## config.mk

```make
export PLATFORM = sky130hd
export DESIGN_NAME = commit_stage
export DESIGN_NICKNAME = d
export VERILOG_FILES = /design/src/mem_pkg.sv /design/src/core_pkg.sv /design/src/commit_if.sv /design/src/dbus_if.sv /design/src/commit_stage.sv /design/src/data_commit.sv /design/src/commit_latch.sv /design/src/exception_commit.sv
export SDC_FILE = /design/constraint.sdc
export NUM_CORES = 1
export LEC_CHECK = 0
export BUFFER_PORTS_ARGS = -buffer_cell sky130_fd_sc_hd__buf_2
export CAP_MARGIN = 10
export CORE_AREA = 2 2 243 245
export CTS_CLUSTER_SIZE = 28
export DETAILED_ROUTE_END_ITERATION = 8
export DIE_AREA = 0 0 245 247
export GPL_TIMING_DRIVEN = 1
export SYNTH_ARGS = -nofsm -noshare
export SYNTH_HDL_FRONTEND = slang
export SYNTH_SLANG_ARGS = --single-unit
```

## constraint.sdc

```tcl
create_clock -name clk -period 6 [get_ports clk]
set_input_delay 1.8 -clock clk [delete_from_list [all_inputs] [get_ports clk]]
set_output_delay 1.8 -clock clk [all_outputs]
set_load 0.05 [all_outputs]
```

## src/mem_pkg.sv

```systemverilog
package mem_pkg;

    // access width on the data bus
    typedef enum logic [1:0] {
        SIZE_BYTE = 2'd0,
        SIZE_HALF = 2'd1,
        SIZE_WORD = 2'd2
    } size_t;

    typedef struct packed {
        logic        req;
        logic        is_write;
        size_t       size;
        logic [31:0] addr;
        logic [31:0] wdata;
        logic [3:0]  byte_en;
    } dbus_req_t;

    typedef struct packed {
        logic        addr_ok;
        logic        data_ok;
        logic [31:0] rdata;
    } dbus_resp_t;

endpackage
```

## src/core_pkg.sv

```systemverilog
package core_pkg;

    typedef logic [31:0] word_t;

    // what commit needs to know about an instruction
    typedef enum logic [2:0] {
        OP_NOP     = 3'd0,
        OP_ALU     = 3'd1,
        OP_LOAD    = 3'd2,
        OP_STORE   = 3'd3,
        OP_BRANCH  = 3'd4,
        OP_SYSCALL = 3'd5,
        OP_ERET    = 3'd6
    } op_t;

    // zero means no exception, so interrupt sits at 1
    typedef enum logic [4:0] {
        EXC_NONE = 5'd0,
        EXC_INT  = 5'd1,
        EXC_ADEL = 5'd4,
        EXC_ADES = 5'd5,
        EXC_SYS  = 5'd8,
        EXC_OV   = 5'd12
    } exc_code_t;

    // status register bit positions
    localparam int STATUS_IE     = 0;
    localparam int STATUS_EXL    = 1;
    localparam int STATUS_IM_LSB = 10;

    typedef struct packed {
        logic            valid;
        op_t             op;
        word_t           pc;
        word_t           result;
        word_t           mem_addr;
        mem_pkg::size_t  size;
        logic [4:0]      dest;
        logic            wen;
        logic            taken;
        word_t           target;
        exc_code_t       exc_in;
    } slot_t;

    typedef struct packed {
        exc_code_t code;
        word_t     epc;
        word_t     badvaddr;
        logic      in_delay;
    } exception_t;

    typedef struct packed {
        logic       wen;
        logic [4:0] addr;
        word_t      data;
    } rf_write_t;

endpackage

```

## src/commit_if.sv

```systemverilog
interface commit_if;
    import core_pkg::*;
    import mem_pkg::*;

    slot_t [1:0] pair;
    logic        exc_valid;
    exception_t  exc;
    logic        exc_slot;
    // the one load of the pair, if any
    logic        load_pending;
    logic [4:0]  load_dest;
    size_t       load_size;
    logic [1:0]  load_off;

    modport latch (
        output pair, exc_valid, exc, exc_slot,
        output load_pending, load_dest, load_size, load_off
    );

    modport consumer (
        input pair, exc_valid, exc, exc_slot,
        input load_pending, load_dest, load_size, load_off
    );

endinterface

```

## src/dbus_if.sv

```systemverilog
interface dbus_if;
    import mem_pkg::*;

    dbus_req_t  req;
    dbus_resp_t resp;

    // master issues requests, slave answers
    modport master (
        output req,
        input  resp
    );

    modport slave (
        input  req,
        output resp
    );

endinterface

```

## src/commit_stage.sv

```systemverilog
module commit_stage #(
    parameter int              INT_LINES  = 6,
    parameter core_pkg::word_t EXC_VECTOR = 32'hbfc00380
) (
    input  logic                        clk,
    input  logic                        rst_n,
    input  core_pkg::slot_t [1:0]       in_pair,
    input  logic                        first_cycle,
    input  logic [INT_LINES-1:0]        ext_int,
    input  core_pkg::word_t             status,
    output logic                        finish,
    output core_pkg::rf_write_t [1:0]   rf_w,
    output logic                        redirect_valid,
    output core_pkg::word_t             redirect_pc,
    output logic                        exception_valid,
    output core_pkg::exception_t        exception_data,
    output logic                        dmem_req,
    output logic                        dmem_is_write,
    output mem_pkg::size_t              dmem_size,
    output core_pkg::word_t             dmem_addr,
    output core_pkg::word_t             dmem_wdata,
    output logic [3:0]                  dmem_byte_en,
    input  logic                        dmem_addr_ok,
    input  logic                        dmem_data_ok,
    input  core_pkg::word_t             dmem_rdata
);
    import core_pkg::*;

    slot_t [1:0] c1_pair;
    logic        c1_exc_valid;
    exception_t  c1_exc;
    logic        c1_exc_slot;
    logic        finish_c1;
    logic        finish_c2;

    dbus_if   bus ();
    commit_if c2 ();

    assign dmem_req          = bus.req.req;
    assign dmem_is_write     = bus.req.is_write;
    assign dmem_size         = bus.req.size;
    assign dmem_addr         = bus.req.addr;
    assign dmem_wdata        = bus.req.wdata;
    assign dmem_byte_en      = bus.req.byte_en;
    assign bus.resp.addr_ok  = dmem_addr_ok;
    assign bus.resp.data_ok  = dmem_data_ok;
    assign bus.resp.rdata    = dmem_rdata;

    // both sub-stages move together
    assign finish = finish_c1 & finish_c2;

    exception_commit #(
        .INT_LINES (INT_LINES)
    ) u_exception_commit (
        .clk, .rst_n, .in_pair, .first_cycle, .ext_int, .status,
        .bus       (bus.master),
        .finish,
        .out_pair  (c1_pair),
        .exc_valid (c1_exc_valid),
        .exc       (c1_exc),
        .exc_slot  (c1_exc_slot),
        .finish_c1
    );

    commit_latch u_commit_latch (
        .clk, .rst_n, .finish,
        .pair      (c1_pair),
        .exc_valid (c1_exc_valid),
        .exc       (c1_exc),
        .exc_slot  (c1_exc_slot),
        .c2        (c2.latch)
    );

    data_commit #(
        .EXC_VECTOR (EXC_VECTOR)
    ) u_data_commit (
        .clk, .rst_n,
        .c2        (c2.consumer),
        .data_ok   (bus.resp.data_ok),
        .rdata     (bus.resp.rdata),
        .finish, .finish_c2, .rf_w, .redirect_valid, .redirect_pc,
        .exception_valid, .exception_data
    );

endmodule

```

## src/data_commit.sv

```systemverilog
module data_commit #(
    parameter core_pkg::word_t EXC_VECTOR = 32'hbfc00380
) (
    input  logic                        clk,
    input  logic                        rst_n,
    commit_if.consumer                  c2,
    input  logic                        data_ok,
    input  core_pkg::word_t             rdata,
    input  logic                        finish,
    output logic                        finish_c2,
    output core_pkg::rf_write_t [1:0]   rf_w,
    output logic                        redirect_valid,
    output core_pkg::word_t             redirect_pc,
    output logic                        exception_valid,
    output core_pkg::exception_t        exception_data
);
    import core_pkg::*;
    import mem_pkg::*;

    logic       got;
    logic       own;
    word_t      held;
    word_t      load_word;
    word_t      shifted;
    word_t      load_result;
    logic [1:0] is_load;
    logic [1:0] is_eret;
    logic [1:0] is_taken;
    logic [1:0] keep;

    // C2 load still waiting for its data
    assign own       = c2.load_pending & ~got;
    assign finish_c2 = ~own | data_ok;

    // data_ok in the finish cycle without an own load belongs to the pair moving in
    always_ff @(posedge clk or negedge rst_n)
    begin
        if (!rst_n)
            got <= 1'b0;
        else if (finish)
            got <= data_ok & ~own & ~exception_valid;
        else if (data_ok && own)
            got <= 1'b1;
    end

    always_ff @(posedge clk)
    begin
        if (data_ok && (finish || own))
            held <= rdata;
    end

    assign load_word = got ? held : rdata;
    assign shifted   = load_word >> {c2.load_off, 3'b000};

    always_comb
    begin
        case (c2.load_size)
            SIZE_BYTE: load_result = {{24{shifted[7]}}, shifted[7:0]};
            SIZE_HALF: load_result = {{16{shifted[15]}}, shifted[15:0]};
            default:   load_result = load_word;
        endcase
    end

    // slots at or behind the fault never write
    assign keep[0] = ~c2.exc_valid | c2.exc_slot;
    assign keep[1] = ~c2.exc_valid;

    always_comb
    begin
        for (int i = 0; i < 2; i++)
        begin
            is_load[i]   = c2.pair[i].valid && c2.pair[i].op == OP_LOAD;
            is_eret[i]   = c2.pair[i].valid && c2.pair[i].op == OP_ERET;
            is_taken[i]  = c2.pair[i].valid && c2.pair[i].op == OP_BRANCH && c2.pair[i].taken;
            rf_w[i].wen  = finish & c2.pair[i].valid & c2.pair[i].wen & keep[i];
            rf_w[i].addr = is_load[i] ? c2.load_dest : c2.pair[i].dest;
            rf_w[i].data = is_load[i] ? load_result : c2.pair[i].result;
        end
    end

    assign exception_valid = finish & c2.exc_valid;
    assign exception_data  = c2.exc;
    assign redirect_valid  = finish & (c2.exc_valid | (|is_eret) | (|is_taken));

    always_comb
    begin
        if (c2.exc_valid)
            redirect_pc = EXC_VECTOR;
        else if (is_eret[0])
            redirect_pc = c2.pair[0].target;
        else if (is_eret[1])
            redirect_pc = c2.pair[1].target;
        else if (is_taken[0])
            redirect_pc = c2.pair[0].target;
        else if (is_taken[1])
            redirect_pc = c2.pair[1].target;
        else
            redirect_pc = '0;
    end

endmodule

```

## src/commit_latch.sv

```systemverilog
module commit_latch (
    input  logic                    clk,
    input  logic                    rst_n,
    input  logic                    finish,
    input  core_pkg::slot_t [1:0]   pair,
    input  logic                    exc_valid,
    input  core_pkg::exception_t    exc,
    input  logic                    exc_slot,
    commit_if.latch                 c2
);
    import core_pkg::*;
    import mem_pkg::*;

    logic [1:0] is_load;
    slot_t      load_slot;
    logic       flush;

    assign is_load[0] = pair[0].valid && pair[0].op == OP_LOAD;
    assign is_load[1] = pair[1].valid && pair[1].op == OP_LOAD;
    assign load_slot  = is_load[0] ? pair[0] : pair[1];

    // C2 reports its exception in the finish cycle
    assign flush = c2.exc_valid & finish;

    always_ff @(posedge clk or negedge rst_n)
    begin
        if (!rst_n)
        begin
            c2.pair         <= '0;
            c2.exc_valid    <= 1'b0;
            c2.exc          <= '0;
            c2.exc_slot     <= 1'b0;
            c2.load_pending <= 1'b0;
            c2.load_dest    <= '0;
            c2.load_size    <= SIZE_BYTE;
            c2.load_off     <= '0;
        end
        else if (flush)
        begin
            c2.pair         <= '0;
            c2.exc_valid    <= 1'b0;
            c2.exc          <= '0;
            c2.exc_slot     <= 1'b0;
            c2.load_pending <= 1'b0;
            c2.load_dest    <= '0;
            c2.load_size    <= SIZE_BYTE;
            c2.load_off     <= '0;
        end
        else if (finish)
        begin
            c2.pair         <= pair;
            c2.exc_valid    <= exc_valid;
            c2.exc          <= exc;
            c2.exc_slot     <= exc_slot;
            c2.load_pending <= is_load[0] | is_load[1];
            c2.load_dest    <= load_slot.dest;
            c2.load_size    <= load_slot.size;
            c2.load_off     <= load_slot.mem_addr[1:0];
        end
    end

endmodule

```

## src/exception_commit.sv

```systemverilog
module exception_commit #(
    parameter int INT_LINES = 6
) (
    input  logic                    clk,
    input  logic                    rst_n,
    input  core_pkg::slot_t [1:0]   in_pair,
    input  logic                    first_cycle,
    input  logic [INT_LINES-1:0]    ext_int,
    input  core_pkg::word_t         status,
    dbus_if.master                  bus,
    input  logic                    finish,
    output core_pkg::slot_t [1:0]   out_pair,
    output logic                    exc_valid,
    output core_pkg::exception_t    exc,
    output logic                    exc_slot,
    output logic                    finish_c1
);
    import core_pkg::*;
    import mem_pkg::*;

    exc_code_t [1:0] slot_code;
    logic [1:0]      slot_fault;
    logic [1:0]      is_mem;
    logic            irq_live;
    logic            irq_held;
    logic            irq;
    logic            accepted;
    slot_t           mem_slot;
    logic [3:0]      lane_mask;

    function automatic logic misaligned(size_t size, logic [1:0] off);
        return (size == SIZE_HALF && off[0]) || (size == SIZE_WORD && off != 2'b00);
    endfunction

    // execute cause first, then syscall, then alignment
    always_comb
    begin
        for (int i = 0; i < 2; i++)
        begin
            slot_code[i] = EXC_NONE;
            if (in_pair[i].valid)
            begin
                if (in_pair[i].exc_in != EXC_NONE)
                    slot_code[i] = in_pair[i].exc_in;
                else if (in_pair[i].op == OP_SYSCALL)
                    slot_code[i] = EXC_SYS;
                else if (in_pair[i].op == OP_LOAD &&
                         misaligned(in_pair[i].size, in_pair[i].mem_addr[1:0]))
                    slot_code[i] = EXC_ADEL;
                else if (in_pair[i].op == OP_STORE &&
                         misaligned(in_pair[i].size, in_pair[i].mem_addr[1:0]))
                    slot_code[i] = EXC_ADES;
            end
            slot_fault[i] = slot_code[i] != EXC_NONE;
        end
    end

    // interrupt is sampled once per pair so a stall cannot change the decision
    assign irq_live = |(ext_int & status[STATUS_IM_LSB +: INT_LINES]) &
                      status[STATUS_IE] & ~status[STATUS_EXL];

    always_ff @(posedge clk or negedge rst_n)
    begin
        if (!rst_n)
            irq_held <= 1'b0;
        else if (first_cycle)
            irq_held <= irq_live;
    end

    assign irq       = in_pair[0].valid & (first_cycle ? irq_live : irq_held);
    assign exc_valid = irq | slot_fault[0] | slot_fault[1];
    assign exc_slot  = exc_valid & ~irq & ~slot_fault[0];

    always_comb
    begin
        exc = '0;
        if (irq)
        begin
            exc.code = EXC_INT;
            exc.epc  = in_pair[0].pc;
        end
        else if (slot_fault[0])
        begin
            exc.code = slot_code[0];
            exc.epc  = in_pair[0].pc;
            if (slot_code[0] inside {EXC_ADEL, EXC_ADES})
                exc.badvaddr = in_pair[0].mem_addr;
        end
        else if (slot_fault[1])
        begin
            // slot 1 behind a branch reports the branch pc
            exc.in_delay = in_pair[0].valid && in_pair[0].op == OP_BRANCH;
            exc.code     = slot_code[1];
            exc.epc      = exc.in_delay ? in_pair[0].pc : in_pair[1].pc;
            if (slot_code[1] inside {EXC_ADEL, EXC_ADES})
                exc.badvaddr = in_pair[1].mem_addr;
        end
    end

    always_comb
    begin
        out_pair          = in_pair;
        out_pair[0].valid = in_pair[0].valid & ~irq & ~slot_fault[0];
        out_pair[1].valid = in_pair[1].valid & ~exc_valid;
    end

    assign is_mem[0] = out_pair[0].valid && out_pair[0].op inside {OP_LOAD, OP_STORE};
    assign is_mem[1] = out_pair[1].valid && out_pair[1].op inside {OP_LOAD, OP_STORE};
    assign mem_slot  = is_mem[0] ? out_pair[0] : out_pair[1];

    always_comb
    begin
        case (mem_slot.size)
            SIZE_BYTE: lane_mask = 4'b0001 << mem_slot.mem_addr[1:0];
            SIZE_HALF: lane_mask = 4'b0011 << {mem_slot.mem_addr[1], 1'b0};
            default:   lane_mask = 4'b1111;
        endcase
    end

    assign bus.req.req      = (is_mem[0] | is_mem[1]) & ~accepted;
    assign bus.req.is_write = mem_slot.op == OP_STORE;
    assign bus.req.size     = mem_slot.size;
    assign bus.req.addr     = mem_slot.mem_addr;
    assign bus.req.byte_en  = lane_mask;
    assign bus.req.wdata    = mem_slot.size == SIZE_BYTE ? {4{mem_slot.result[7:0]}} :
                              mem_slot.size == SIZE_HALF ? {2{mem_slot.result[15:0]}} :
                              mem_slot.result;

    // request taken while C2 still stalls
    always_ff @(posedge clk or negedge rst_n)
    begin
        if (!rst_n)
            accepted <= 1'b0;
        else if (finish)
            accepted <= 1'b0;
        else if (bus.req.req && bus.resp.addr_ok)
            accepted <= 1'b1;
    end

    assign finish_c1 = ~bus.req.req | bus.resp.addr_ok;

endmodule

```

Word level (Yosys, flattened, before mapping)
Cells that the tools add are included.
- eq/ne operators: 24
- shift-type cells: 3
- muxes and demuxes: 55
- bitwise operators: 41
- reduce and logical (&&, ||, !) cells: 45
- operators by type and width (kind ; count):
    $mux W292 ; 2
    $mux W32 ; 13
    $mux W70 ; 3
    $mux W145 ; 1
    $mux W69 ; 1
    $pmux W32 S2 ; 1
    $mux W5 ; 12
    $mux W48 ; 1
    $mux W37 ; 1
    $mux W33 ; 1
    $shr A32 B5 Y16 ; 1
    $logic_and A1 B1 Y1 ; 24
    $and A1 B1 Y1 ; 21
    $eq A3 B2 Y1 const B ; 7
    $eq A3 B3 Y1 const B ; 7
    $eq A5 B3 Y1 const B ; 4
    $reduce_bool A5 Y1 ; 4
    $reduce_bool A2 Y1 ; 9
    $mux W1 ; 12
    $not A1 Y1 ; 10
    $or A1 B1 Y1 ; 9
    $eq A2 B1 Y1 const B ; 4
    $mux W2 ; 4
    $pmux W4 S2 ; 1
    9 further kinds ; 15
- bits in registers: 267
- input port bits: 367
- output and inout port bits: 253
- word-level logic and storage cells: 196

Longest topological paths before layout
Gate-level depths: netlist (run 1).
- depth in word-level cells: 24
- mapped depth: 11

By module
A second synthesis (run 1) with hierarchy kept.
- cells, all modules: 2834
- area total of the unflattened synthesis: 23560.1 um^2
- by module, submodules not included (module ; instances ; cells an instance ; area an instance (um^2) ; sequential area each (um^2)):
    commit_latch ; 1 ; 1585 ; 14729.1 ; 9359.0
    exception_commit ; 1 ; 744 ; 4895.9 ; 50.0
    data_commit ; 1 ; 504 ; 3928.8 ; 985.9
    commit_stage ; 1 ; 1 ; 6.3 ; 0.0

Worst setup path after synthesis (run 1)
OpenSTA, ideal clock, no wires.
- path kind: input port to output port
- start: input port in_pair[45] (netlist name)
- end: output port rf_w[75] (netlist name)
- arrival: 4562 ps
- path slack: -362 ps
- stages: 11
- cell sequence: buf_2 xor2_1 a21o_1 a21o_1 a2111oi_4 or2_1 buf_4 buf_6 buf_2 buf_4 nor3_1
- RTL lines (element ; line ; RTL):
    start: declaration ; commit_stage.sv:7 ; input core_pkg::slot_t [1:0] in_pair,
    end: declaration ; commit_stage.sv:12 ; output core_pkg::rf_write_t [1:0] rf_w,

Worst setup path in the final report (run 1)
- start: input port ext_int[2]
- end: output port dmem_wdata[27]
- word-level cells in the longest chain between the ends: 14
- elaborated cells between the ends (all ways): 15
- RTL lines (element ; line ; RTL):
    start: declaration ; commit_stage.sv:9 ; input logic [INT_LINES-1:0] ext_int,
    $and A6 B6 Y6 (*) ; exception_commit.sv:59 ; assign irq_live = |(ext_int & status[STATUS_IM_LSB +: INT_LINES]) &
    $reduce_or A6 Y1 (*) ; exception_commit.sv:59 ;
    $and A1 B1 Y1 (*) ; exception_commit.sv:59 ;
    $and A1 B1 Y1 (*) ; exception_commit.sv:60 ; status[STATUS_IE] & ~status[STATUS_EXL];
    $mux W1 (*) ; exception_commit.sv:70 ; assign irq = in_pair[0].valid & (first_cycle ? irq_live : irq_held);
    $and A1 B1 Y1 (*) ; exception_commit.sv:70 ;
    $not A1 Y1 (*) ; exception_commit.sv:103 ; out_pair[0].valid = in_pair[0].valid & ~irq & ~slot_fault[0];
    $and A1 B1 Y1 (*) (2 in a row) ; exception_commit.sv:103 ;
    $logic_and A1 B1 Y1 (*) ; exception_commit.sv:107 ; assign is_mem[0] = out_pair[0].valid && out_pair[0].op inside {OP_LOAD, OP_STORE};
    $mux W145 (*) ; exception_commit.sv:109 ; assign mem_slot = is_mem[0] ? out_pair[0] : out_pair[1];
    $eq A2 B1 Y1 ; exception_commit.sv:126 ; mem_slot.size == SIZE_HALF ? {2{mem_slot.result[15:0]}} :
    $mux W32 ; exception_commit.sv:126 ;
    $mux W32 (*) ; exception_commit.sv:125 ; assign bus.req.wdata = mem_slot.size == SIZE_BYTE ? {4{mem_slot.result[7:0]}} :
    end: declaration ; commit_stage.sv:21 ; output core_pkg::word_t dmem_wdata,
Mark *: on every way between the ends. The rest lies on a longest branch, timed or not.

==> flow_summary.json, run 1 <==
{
  "fp.dieH_um": 247,
  "fin_skew_ns": 0.0264,
  "drt_first_pass_iters": 6,
  "place_ws_ns": 0.0164,
  "overflow": 0,
  "synth_top_area_share_pct": 36.9,
  "grt_pass1_wl_um": 102000,
  "cts-buffers-inserted": 36,
  "fin_crit_ns": 5.97,
  "hold_viol": 0,
  "synth_ff_type": "dfrtp_1",
  "drtIter0Drc": 1531,
  "final_core_util_pct": 36.8,
  "ys_seq_area_share_pct": 43.0,
  "synth_edf_count": 32,
  "nNetsFinal": 2749,
  "synth_cell_types": 63,
  "initial_core_util_pct": 27.3,
  "finalSetupViolations": 0,
  "io_pins": 620,
  "wl_per_cell_um": 21.8,
  "clock.fmax_ghz": 0.168,
  "worstHoldStart": "u_commit_latch.c2.pair[188]",
  "globalplace.congestion": 0.934,
  "tns_ns": 0,
  "track_usage_pct": 22.1,
  "rsz0062_at_grt": "true",
  "placed_cells": 3115,
  "core_area_um2": 58200,
  "cp_data_arrival_time_ns": 4.17,
  "clock_latency_ns": 0.55,
  "routed_wirelength_um": 69500,
  "start_kind": "primary input",
  "vias": 16717,
  "outcome": "completed",
  "drive_gt1_share_pct": 36.3,
  "drc_errors": 0,
  "max_slew_margin_pct": 30.5,
  "regToRegStartpoint": "u_data_commit.got",
  "io_buffer_count": 595,
  "syn_avg_cell_area_um2": 8.62,
  "crit_required_ns": 4.20,
  "ir_drop_mv": 0.263,
  "synth_area_leaders": "dfrtp_1 37%, o21ai_0 10%, nand2_1 9.0%, mux2_4 6.3%, edfxtp_1 6.0%",
  "clk_pin_slew_ns": 0.06,
  "synth_seq_cells": 267,
  "die-area_um2": 60500,
  "worstMarginPinSlew_ns": 1.04,
  "synth_cells": 1846,
  "stdcell_count": 3189,
  "fin_area_um2": 21500,
  "powerDensity_nw_per_um2": 284,
  "hold_ws_ns": 0.506,
  "synth.largest_area_cell": "dfrtp_1",
  "power.static_leakage_nw": 10.3,
  "critPathKind": "in -> out",
  "startpoint": "ext_int[2]",
  "crit_fanout": 8,
  "dpl.hpwl_um": 51100,
  "cts_max_level": 2,
  "netlist_area_um2": 15900,
  "maxSlewViolCount": 0,
  "power_mw": 6.10,
  "hold_class": "reg -> reg",
  "drtAntennaViolNets": 0,
  "drv_cap": 0,
  "cts_buffer_depth": 3,
  "chipWidth_um": 245,
  "ys_async_sr_fraction_pct": 88.0,
  "placed_cell_area_um2": 20100,
  "yosysWarnings": 0,
  "antenna_found_initial": 5,
  "cts_tree": "done",
  "syn-num-nets": 2213,
  "grt_max_degree": 108,
  "cts_num_sinks": 267,
  "cp-end-kind": "output pin",
  "postLayoutSetupSlackWorst_ns": 0.0315,
  "syn_to_final_growth_pct": 34.8,
  "rows": 89,
  "routed_via_density": 5.24,
  "cts_root_buf": "clkbuf_16",
  "grt_pass1_vias": 15986,
  "fin_crit_sh_pct": 99.5
}
==> critical path, cell delays in order <==
cell,delay (ns)
buf_2,0.11
a222oi_1,0.32
nand4_1,0.20
buf_6,0.18
a2111o_2,0.59
buf_12,0.19
mux2i_2,0.16
o211ai_1,0.35
clkbuf_16,0.25
==> worst paths after layout <==
check | slack, ns | endpoint | depth (start not counted)
setup / recovery | 0.03 | dmem_wdata[27] | 9
hold / removal | 0.51 | u_commit_latch.c2.pair[188] | 2
setup reg to reg | 2.36 | u_commit_latch.c2.exc[10] | 9
hold reg to reg | 0.51 | u_commit_latch.c2.pair[188] | 2
max in group asynchronous | 3.54 | u_commit_latch.c2.pair[23] | 2
min in group asynchronous | 1.19 | u_commit_latch.c2.pair[155] | 1
==> cell usage in the layout (no fill, tap or decap), types with 9 or more instances in the layout <==
master / n
o22ai_1: 10
dfrtp_1: 234
o2bb2ai_1: 39
buf_12: 16
mux2i_1: 46
mux2_4: 67
a22o_1: 38
mux4_2: 9
nand2_1: 382
buf_2: 570
or3_1: 11
edfxtp_1: 32
nor3_1: 10
o21ai_0: 326
nor2_1: 82
buf_4: 76
clkbuf_16: 38
a21oi_1: 111
nor2b_1: 29
a211oi_1: 10
mux2_2: 25
nand3_1: 82
inv_1: 9
==> where the power goes <==
group          switching [mW]  internal, mW
logic                    1.17         0.515
clock network           0.913          1.39
registers               0.106          2.00
==> logic make-up after synthesis <==
| family | after synthesis | share of synthesized area, % |
|---|---|---|
| and+or+nand+nor | 634 | 17.1 |
| muxes | 149 | 12.4 |
| AOI/OAI and AO/OA | 612 | 22.7 |
| xor gates and xnor gates | 1 | 0.0550 |
| buffers and inverters | 183 | 4.85 |
| DFF | 267 | 43.0 |
==> state kept, by name, indices dropped and copies added (netlist names) <==
name	flops
u_commit_latch.c2.exc_slot	1
u_commit_latch.c2.load_dest	5
u_commit_latch.c2.load_off	2
u_commit_latch.c2.exc	70
u_commit_latch.c2.pair	150
u_data_commit.got	1
u_exception_commit.irq_held	1
u_commit_latch.c2.load_size	2
u_exception_commit.accepted	1
u_commit_latch.c2.load_pending	1
u_commit_latch.c2.exc_valid	1
u_data_commit.held	32
==> timing repair <==
| item | in CTS | in global routing |
|---|---|---|
| hold buffers | 0 | 0 |
| setup endpoints to repair | 0 | 16 |
| gates resized for setup | 0 | 37 |
| setup buffers | 0 | 3 |
==> area by class of cell <==
class	instances	area [um2]
fillers	6009	36800
multi-input cells	1396	8480
well taps	773	967
inverters	11	46.3
clock inverters	20	246
diodes	6	15.0
flip-flops and latches	267	6840
clock buffers	46	1020
repair buffers	670	3840
==> metal layers <==
layer	GRT usage (%)	part of all wire (%)	vias up
li1	-	-	7637
met1	28.2	40	8104
met2	37.0	48	838
met3	3.52	7.4	136
met4	9.04	4.2	2
met5	0	0.019	-
==> cells in the mapped netlist (3+ instances only) <==
library cell  instances
a21o_1                3
nand2b_1              3
nand2_1             382
a2bb2oi_1             8
nor2_1               86
nand4_1               3
o21ai_0             330
a31oi_1               5
or3_1                11
buf_6                 8
nor3_1               11
clkbuf_1            140
o41ai_1               3
a211oi_1             18
buf_1                12
inv_1                10
o211ai_1              3
o22ai_1              10
a21oi_1             118
o21ai_1               5
nand3_1              82
nand3b_1              5
nor2b_1              29
o31ai_1               6
a22o_1               38
edfxtp_1             32
mux2i_1              48
o2bb2ai_1            40
buf_4                 3
or2_2                 3
and2_1                5
mux2_2               25
mux2_4               67
nor3b_1               3
a311oi_1              7
dfrtp_1             235
buf_2                 9
mux4_2                9
No activity file was read; power rests on OpenSTA's default activity.
==> run 2, diff against run 1 <==
--- a/config.mk
+++ b/config.mk
@@ -7,11 +7,12 @@
 export LEC_CHECK = 0
 export BUFFER_PORTS_ARGS = -buffer_cell sky130_fd_sc_hd__buf_2
 export CAP_MARGIN = 10
-export CORE_AREA = 2 2 243 245
+export CORE_AREA = 2 2 239 241
 export CTS_CLUSTER_SIZE = 28
 export DETAILED_ROUTE_END_ITERATION = 8
-export DIE_AREA = 0 0 245 247
+export DIE_AREA = 0 0 241 243
 export GPL_TIMING_DRIVEN = 1
+export RECOVER_POWER = 50
 export SYNTH_ARGS = -nofsm -noshare
 export SYNTH_HDL_FRONTEND = slang
 export SYNTH_SLANG_ARGS = --single-unit
==> run 2 against run 1 <==
Critical path type unchanged. Final area down 3.3%. Sequential power about the same. Fmax up 0.84%. Wire length down 0.26%. Power down 4.1%. The flow now finishes with violations (max-capacitance violations, max-slew violations). Worst hold slack worse by 0.017 ns. First-iteration DRC count down 10%. Die area down 3.2%.
==> flow_summary.json, run 2 (same netlist as run 1, synthesis figures left out) <==
{
  "grt_pass1_vias": 16002,
  "tns_ns": 0,
  "rr_endpoint": "u_data_commit.held[22]",
  "initial_core_util_pct": 28.4,
  "fin_crit_ns": 5.92,
  "cts_buffer_depth": 3,
  "routed_wirelength_um": 69300,
  "grtUsageMet1_pct": 28.5,
  "grt_pass1_wl_um": 100000,
  "worstHoldStart": "u_commit_latch.c2.exc[11]",
  "powerDensity_nw_per_um2": 282,
  "clk_pin_slew_ns": 0.06,
  "cts-resized-gates": 0,
  "use_met3_pct": 4.17,
  "mostFrequentLayoutCells": "490 x buf_2, 382 x nand2_1, 329 x o21ai_0, 234 x dfrtp_1, 111 x a21oi_1",
  "cp_data_arrival_time_ns": 4.12,
  "cts-buffers-inserted": 35,
  "stdcell_count": 3161,
  "fp.dieH_um": 243,
  "cts_root_buf": "clkbuf_16",
  "drc_errors": 0,
  "hold_class": "reg -> reg",
  "rrSetupSlack_ns": 1.85,
  "violations": "max-capacitance violations, max-slew violations",
  "power_frac_clock_pct": 35.9,
  "finalSetupViolations": 0,
  "top_register": "u_commit_latch.c2.pair",
  "maxSlewViolCount": 198,
  "reg_top3": "u_commit_latch.c2.pair (150), u_commit_latch.c2.exc (70), u_data_commit.held (32)",
  "nNetsFinal": 2736,
  "max_slew_margin_pct": -93.2,
  "hold_viol": 0,
  "nFillCells": 5932,
  "hold_path_depth": 1,
  "hold_ws_ns": 0.489,
  "grt_busiest_layer": "met2",
  "cts_max_level": 2,
  "p_int_mw": 3.72,
  "grt_max_degree": 111,
  "power.static_leakage_nw": 9.67,
  "comb_power_share_pct": 28.2,
  "cp-end-kind": "output pin",
  "rsz0062_at_grt": "false",
  "antenna_found_initial": 12,
  "crit_required_ns": 4.20,
  "worstMarginPinSlew_ns": 2.90,
  "overflow": 0,
  "final_common_cell": "buf_2",
  "worstHoldEndpoint": "u_commit_latch.c2.exc[11]",
  "fin_crit_sh_pct": 98.7,
  "power_mw": 5.85,
  "reg2reg_depth": 9,
  "regToRegStartpoint": "u_exception_commit.irq_held",
  "ir_drop_mv": 0.152,
  "critPathKind": "in -> out",
  "vias": 16547,
  "rows": 87,
  "globalplace.congestion": 0.923,
  "routed_via_density": 5.23,
  "wl_per_cell_um": 21.9,
  "drt_first_pass_iters": 5,
  "cts_num_sinks": 267,
  "pwr-share-seq_pct": 35.9,
  "placed_cells": 3087,
  "syn_to_final_growth_pct": 30.4,
  "drtAntennaViolNets": 0,
  "dpl.hpwl_um": 50900,
  "p_switching_mw": 2.13,
  "ctsHoldBuffers": 0,
  "cts_tree": "done",
  "die-area_um2": 58600,
  "crit_fanout": 10,
  "fin_skew_ns": 0.0234,
  "p_sw_share_pct": 36.4,
  "cts_setup_buffers": 0,
  "grt.met2_usage_pct": 37.6,
  "core_area_um2": 56000,
  "chipWidth_um": 241,
  "drtIter0Drc": 1377,
  "largest_reg_flops": 150,
  "drive_gt1_share_pct": 30.1,
  "io_buffer_count": 595,
  "start_kind": "primary input",
  "clock.fmax_ghz": 0.169,
  "drv_cap": 2,
  "track_usage_pct": 22.7,
  "io_pins": 620,
  "outcome": "finished, violations left",
  "clock_latency_ns": 0.55
}
run 2: worst max path at each step:
| stage | startpoint | to | depth (start not counted) |
|---|---|---|---|
| finish | dmem_rdata[31] | rf_w[62] | 9 |
| global route | dmem_rdata[31] | rf_w[60] | 9 |
| CTS | ext_int[2] | dmem_byte_en[1] | 9 |
| detailed placement | dmem_rdata[31] | rf_w[24] | 9 |
| global placement | ext_int[2] | dmem_byte_en[2] | 9 |
| floorplan | ext_int[2] | dmem_wdata[25] | 7 |
run 2: worst max-delay path: stages:
cell and delay [ns]:
clkbuf_1 0.13, mux4_2 0.27, mux2_2 0.16, nor2_1 0.06, a211oi_2 0.74, buf_4 0.28
a21oi_1 0.06, a21oi_1 0.28, buf_2 0.32
run 2: cell type report:
cell class | count | area (um2) | area share, %
Sequential cell | 267 | 6840 | 33.0
Multi-Input combinational cell | 1396 | 8330 | 40.2
Clock inverter | 10 | 100 | 0.482
Antenna cell | 12 | 30.0 | 0.145
Inverter | 11 | 46.3 | 0.223
Clock buffer | 51 | 1040 | 5.00
Timing Repair Buffer | 658 | 3420 | 16.5
Tap cell | 756 | 946 | 4.56
run 2: power by group through the flow:
stage               combinational, mW  clock [mW]  sequential (mW)
CTS                              1.67        2.16             2.10
global placement                 1.65           0             2.12
global route                     1.75        2.23             2.12
floorplan                       0.972           0             2.20
finish                           1.65        2.10             2.10
detailed placement               1.67           0             2.13
run 2: metal layers:
| layer | up-vias | wire, um |
|---|---|---|
| met1 | 8050 | 28000 |
| met4 | 0 | 3090 |
| met5 | - | 0 |
| met3 | 146 | 4700 |
| met2 | 743 | 33500 |
| li1 | 7608 | - |
run 2: through the flow:
step	cell area (um2)	utilization (%)	setup WS, ns
after floorplan	16000	-	-0.253
after global placement	19800	35.4	0.169
after detailed placement	19800	35.4	0.232
after CTS	21000	37.5	0.220
after global routing	20700	37.1	0.0464
final	20800	37.1	0.0810
==> run 3, diff against run 2 <==
--- a/config.mk
+++ b/config.mk
@@ -5,12 +5,14 @@
 export SDC_FILE = /design/constraint.sdc
 export NUM_CORES = 1
 export LEC_CHECK = 0
+export ABC_AREA = 1
 export BUFFER_PORTS_ARGS = -buffer_cell sky130_fd_sc_hd__buf_2
 export CAP_MARGIN = 10
 export CORE_AREA = 2 2 239 241
 export CTS_CLUSTER_SIZE = 28
 export DETAILED_ROUTE_END_ITERATION = 8
 export DIE_AREA = 0 0 241 243
+export GPL_ROUTABILITY_DRIVEN = 0
 export GPL_TIMING_DRIVEN = 1
 export RECOVER_POWER = 50
 export SYNTH_ARGS = -nofsm -noshare
==> run 3 against run 2 <==
The run still ends with max-capacitance violations, max-slew violations left. Critical path depth grew 10. Worst setup slack gained 0.077 ns. Utilization grew 0.65 points. Die area is the same. Synthesized cell count grew 21%. Combinational power grew 110%. Synthesized area shrank 0.24%. Power grew 36%. Via count grew 3.9%. Fmax grew 1.3%. Final area grew 1.8%. Critical endpoint is now dmem_wdata[21].
==> flow_summary.json, run 3 <==
{
  "synthTopCellsByCount": "877 x nand2_1, 235 x dfrtp_1, 225 x o21ai_1",
  "synth.largest_area_cell": "dfrtp_1",
  "pwr-share-seq_pct": 30.6,
  "place_ws_ns": -0.129,
  "synth_cell_types": 43,
  "grt_busiest_layer": "met2",
  "largest_reg_flops": 150,
  "crit_chain": "buf_2, inv_2, nor2_1, nand2_1, nand2_2, nand3_1, nand2_1, o21ai_2, nand2_4, inv_4, nand3_4, o21ai_2, buf_12, inv_1, buf_4, nor2_1, o21ai_0, nand2_1, buf_12",
  "hold_viol": 0,
  "ys_async_sr_fraction_pct": 88.0,
  "violations": "max-capacitance violations, max-slew violations",
  "cts_buffer_depth": 3,
  "critPathKind": "in -> out",
  "dpl.hpwl_um": 50300,
  "synth_top_area_share_pct": 37.0,
  "ys_seq_area_share_pct": 43.1,
  "drtAntennaViolNets": 0,
  "routed_wirelength_um": 67100,
  "p_int_mw": 4.37,
  "drc_errors": 0,
  "routed_via_density": 4.79,
  "grt.met2_usage_pct": 38.2,
  "outcome": "finished, violations left",
  "syn_avg_cell_area_um2": 7.09,
  "top_register": "u_commit_latch.c2.pair",
  "grt_pass1_wl_um": 98100,
  "cts_max_level": 2,
  "start_kind": "primary input",
  "nFillCells": 6149,
  "power_mw": 7.95,
  "cp_data_arrival_time_ns": 4.04,
  "synth_area_leaders": "dfrtp_1 37%, nand2_1 21%, o21ai_1 7.1%, o21ai_0 6.7%, edfxtp_1 6.1%",
  "reg_top3": "u_commit_latch.c2.pair (150), u_commit_latch.c2.exc (70), u_data_commit.held (32)",
  "grt_max_degree": 158,
  "ir_drop_mv": 0.158,
  "hold_ws_ns": 0.482,
  "yosysWarnings": 0,
  "nNetsFinal": 3175,
  "yosysMostFrequentCell": "nand2_1",
  "power_frac_clock_pct": 26.2,
  "use_met3_pct": 4.64,
  "tns_ns": 0,
  "ctsHoldBuffers": 0,
  "fp.dieH_um": 243,
  "fin_crit_ns": 5.84,
  "comb_power_share_pct": 43.2,
  "hold_class": "reg -> reg",
  "grt_pass1_vias": 16188,
  "p_switching_mw": 3.58,
  "grtUsageMet1_pct": 26.2,
  "cts_tree": "done",
  "syn-num-nets": 2606,
  "cts_num_sinks": 267,
  "fin_crit_sh_pct": 97.4,
  "syn_to_final_growth_pct": 33.0,
  "synth_ff_type": "dfrtp_1",
  "clock_latency_ns": 0.53,
  "cts_root_buf": "clkbuf_16",
  "cts-buffers-inserted": 34,
  "final_common_cell": "nand2_1",
  "wl_per_cell_um": 18.7,
  "track_usage_pct": 22.0,
  "die-area_um2": 58600,
  "chipWidth_um": 241,
  "cpPeakStageDelay_ns": 0.21,
  "p_sw_share_pct": 45.0,
  "fin_skew_ns": 0.0154,
  "synth_seq_cells": 267,
  "netlist_area_um2": 15900,
  "crit_required_ns": 4.20,
  "overflow": 0,
  "vias": 17198,
  "cp-end-kind": "output pin",
  "initial_core_util_pct": 28.4,
  "io_pins": 620,
  "clock.fmax_ghz": 0.171,
  "synth_cells": 2239,
  "core_area_um2": 56000,
  "io_buffer_count": 595,
  "postLayoutSetupSlackWorst_ns": 0.158,
  "mostFrequentLayoutCells": "873 x nand2_1, 468 x buf_2, 235 x dfrtp_1, 228 x o21ai_1, 208 x o21ai_0",
  "powerDensity_nw_per_um2": 377,
  "maxSlewViolCount": 190,
  "antenna_found_initial": 9,
  "finalSetupViolations": 0,
  "drt_first_pass_iters": 5,
  "crit_path_frequent_cell": "nand2_1",
  "drtIter0Drc": 1155,
  "rsz0062_at_grt": "true",
  "crit_fanout": 7,
  "power.static_leakage_nw": 10.5,
  "clk_pin_slew_ns": 0.06,
  "crit_slowest_cell": "o21ai_2",
  "worstMarginPinSlew_ns": 2.51,
  "drv_cap": 4,
  "max_slew_margin_pct": -67.5,
  "drive_gt1_share_pct": 25.0,
  "rows": 87,
  "synth_edf_count": 32
}
==> run 3: changes by cell type in the layout (fill, tap and decap cells not counted), sizes merged, moves of 18 or more <==
| cell | previous run | this run |
|---|---|---|
| nand2 | 382 | 880 |
| inv | 12 | 167 |
| o21ai | 335 | 439 |
| a21oi | 118 | 24 |
| mux2 | 92 | 0 |
| o2bb2ai | 40 | 0 |
| a22o | 38 | 0 |
| mux2i | 48 | 16 |
| nor2 | 87 | 57 |
| buf | 551 | 580 |
| nor2b | 29 | 0 |
| o22ai | 10 | 35 |
| o211ai | 3 | 23 |
| or2 | 4 | 22 |
==> run 3: layout make-up <==
type / count / area, um2 / share of cell area (%)
clock inverters: 9 / 105 / 0.498
flip-flops and latches: 267 / 6840 / 32.4
multi-input cells: 1643 / 7590 / 35.9
repair buffers: 692 / 3960 / 18.7
inverters: 170 / 646 / 3.06
diodes: 5 / 12.5 / 0.0592
clock buffers: 50 / 1020 / 4.84
well taps: 756 / 946 / 4.48
==> run 3: timing repair <==
| action | CTS | global route |
|---|---|---|
| buffers inserted | 0 | 3 |
| pin swaps | 0 | 1 |
| gates cloned | 0 | 1 |
| resized for setup | 7 | 36 |
| endpoints found under the setup margin | 28 | 39 |
==> run 3: kinds of logic (layout without fill, tap and decap cells) <==
group	after synthesis	after routing	synth area share, %
other	0	5	0
muxes	16	16	1.01
AOI/OAI and AO/OA	555	555	18.8
and+or+nand+nor	1070	1071	27.1
buffers and inverters	330	921	9.87
xor gates and xnor gates	1	1	0.0552
DFF	267	267	43.1
==> run 3: critical path: cells and delay by family <==
| kind | cells | cell delay [ns] |
|---|---|---|
| buf+inv | 7 | 0.87 |
| simple gates | 9 | 0.88 |
| compound gates | 3 | 0.48 |
==> run 3: final timing paths <==
check,start,to,slack [ns],cells past startpoint
worst max-delay path,in_pair[45],dmem_wdata[21],0.16,19
worst min-delay path,u_commit_latch.c2.load_dest[3],u_commit_latch.c2.load_dest[3],0.48,2
worst max register to register,u_exception_commit.irq_held,u_data_commit.held[26],2.59,11
worst min register to register,u_commit_latch.c2.load_dest[3],u_commit_latch.c2.load_dest[3],0.48,2
max in group asynchronous,rst_n,u_commit_latch.c2.exc[65],1.13,2
min in group asynchronous,rst_n,u_commit_latch.c2.pair[243],2.00,1
==> run 3: stage by stage <==
stage                     area (um2)  cells  util, %
after floorplan                15900   2239        -
after global placement         20000   3524     35.7
after detailed placement       20000   3524     35.7
after CTS                      21100   3583     37.7
after global routing           21100   3591     37.7
final                          21100   3592     37.7
==> run 3: power by group through the flow <==
stage	combinational [mW]	clock (mW)	sequential, mW
4_1_cts	3.46	2.15	2.43
3_5_place_dp	3.45	0	2.46
2_1_floorplan	2.01	0	2.75
6_report	3.43	2.09	2.44
3_3_place_gp	3.44	0	2.45
5_1_grt	3.67	2.21	2.49
==> run 3: layer usage <==
layer / routed length [um] / up-vias
li1: - / 8471
met1: 26800 / 7944
met4: 2520 / 8
met5: 60 / -
met2: 32800 / 659
met3: 4910 / 116
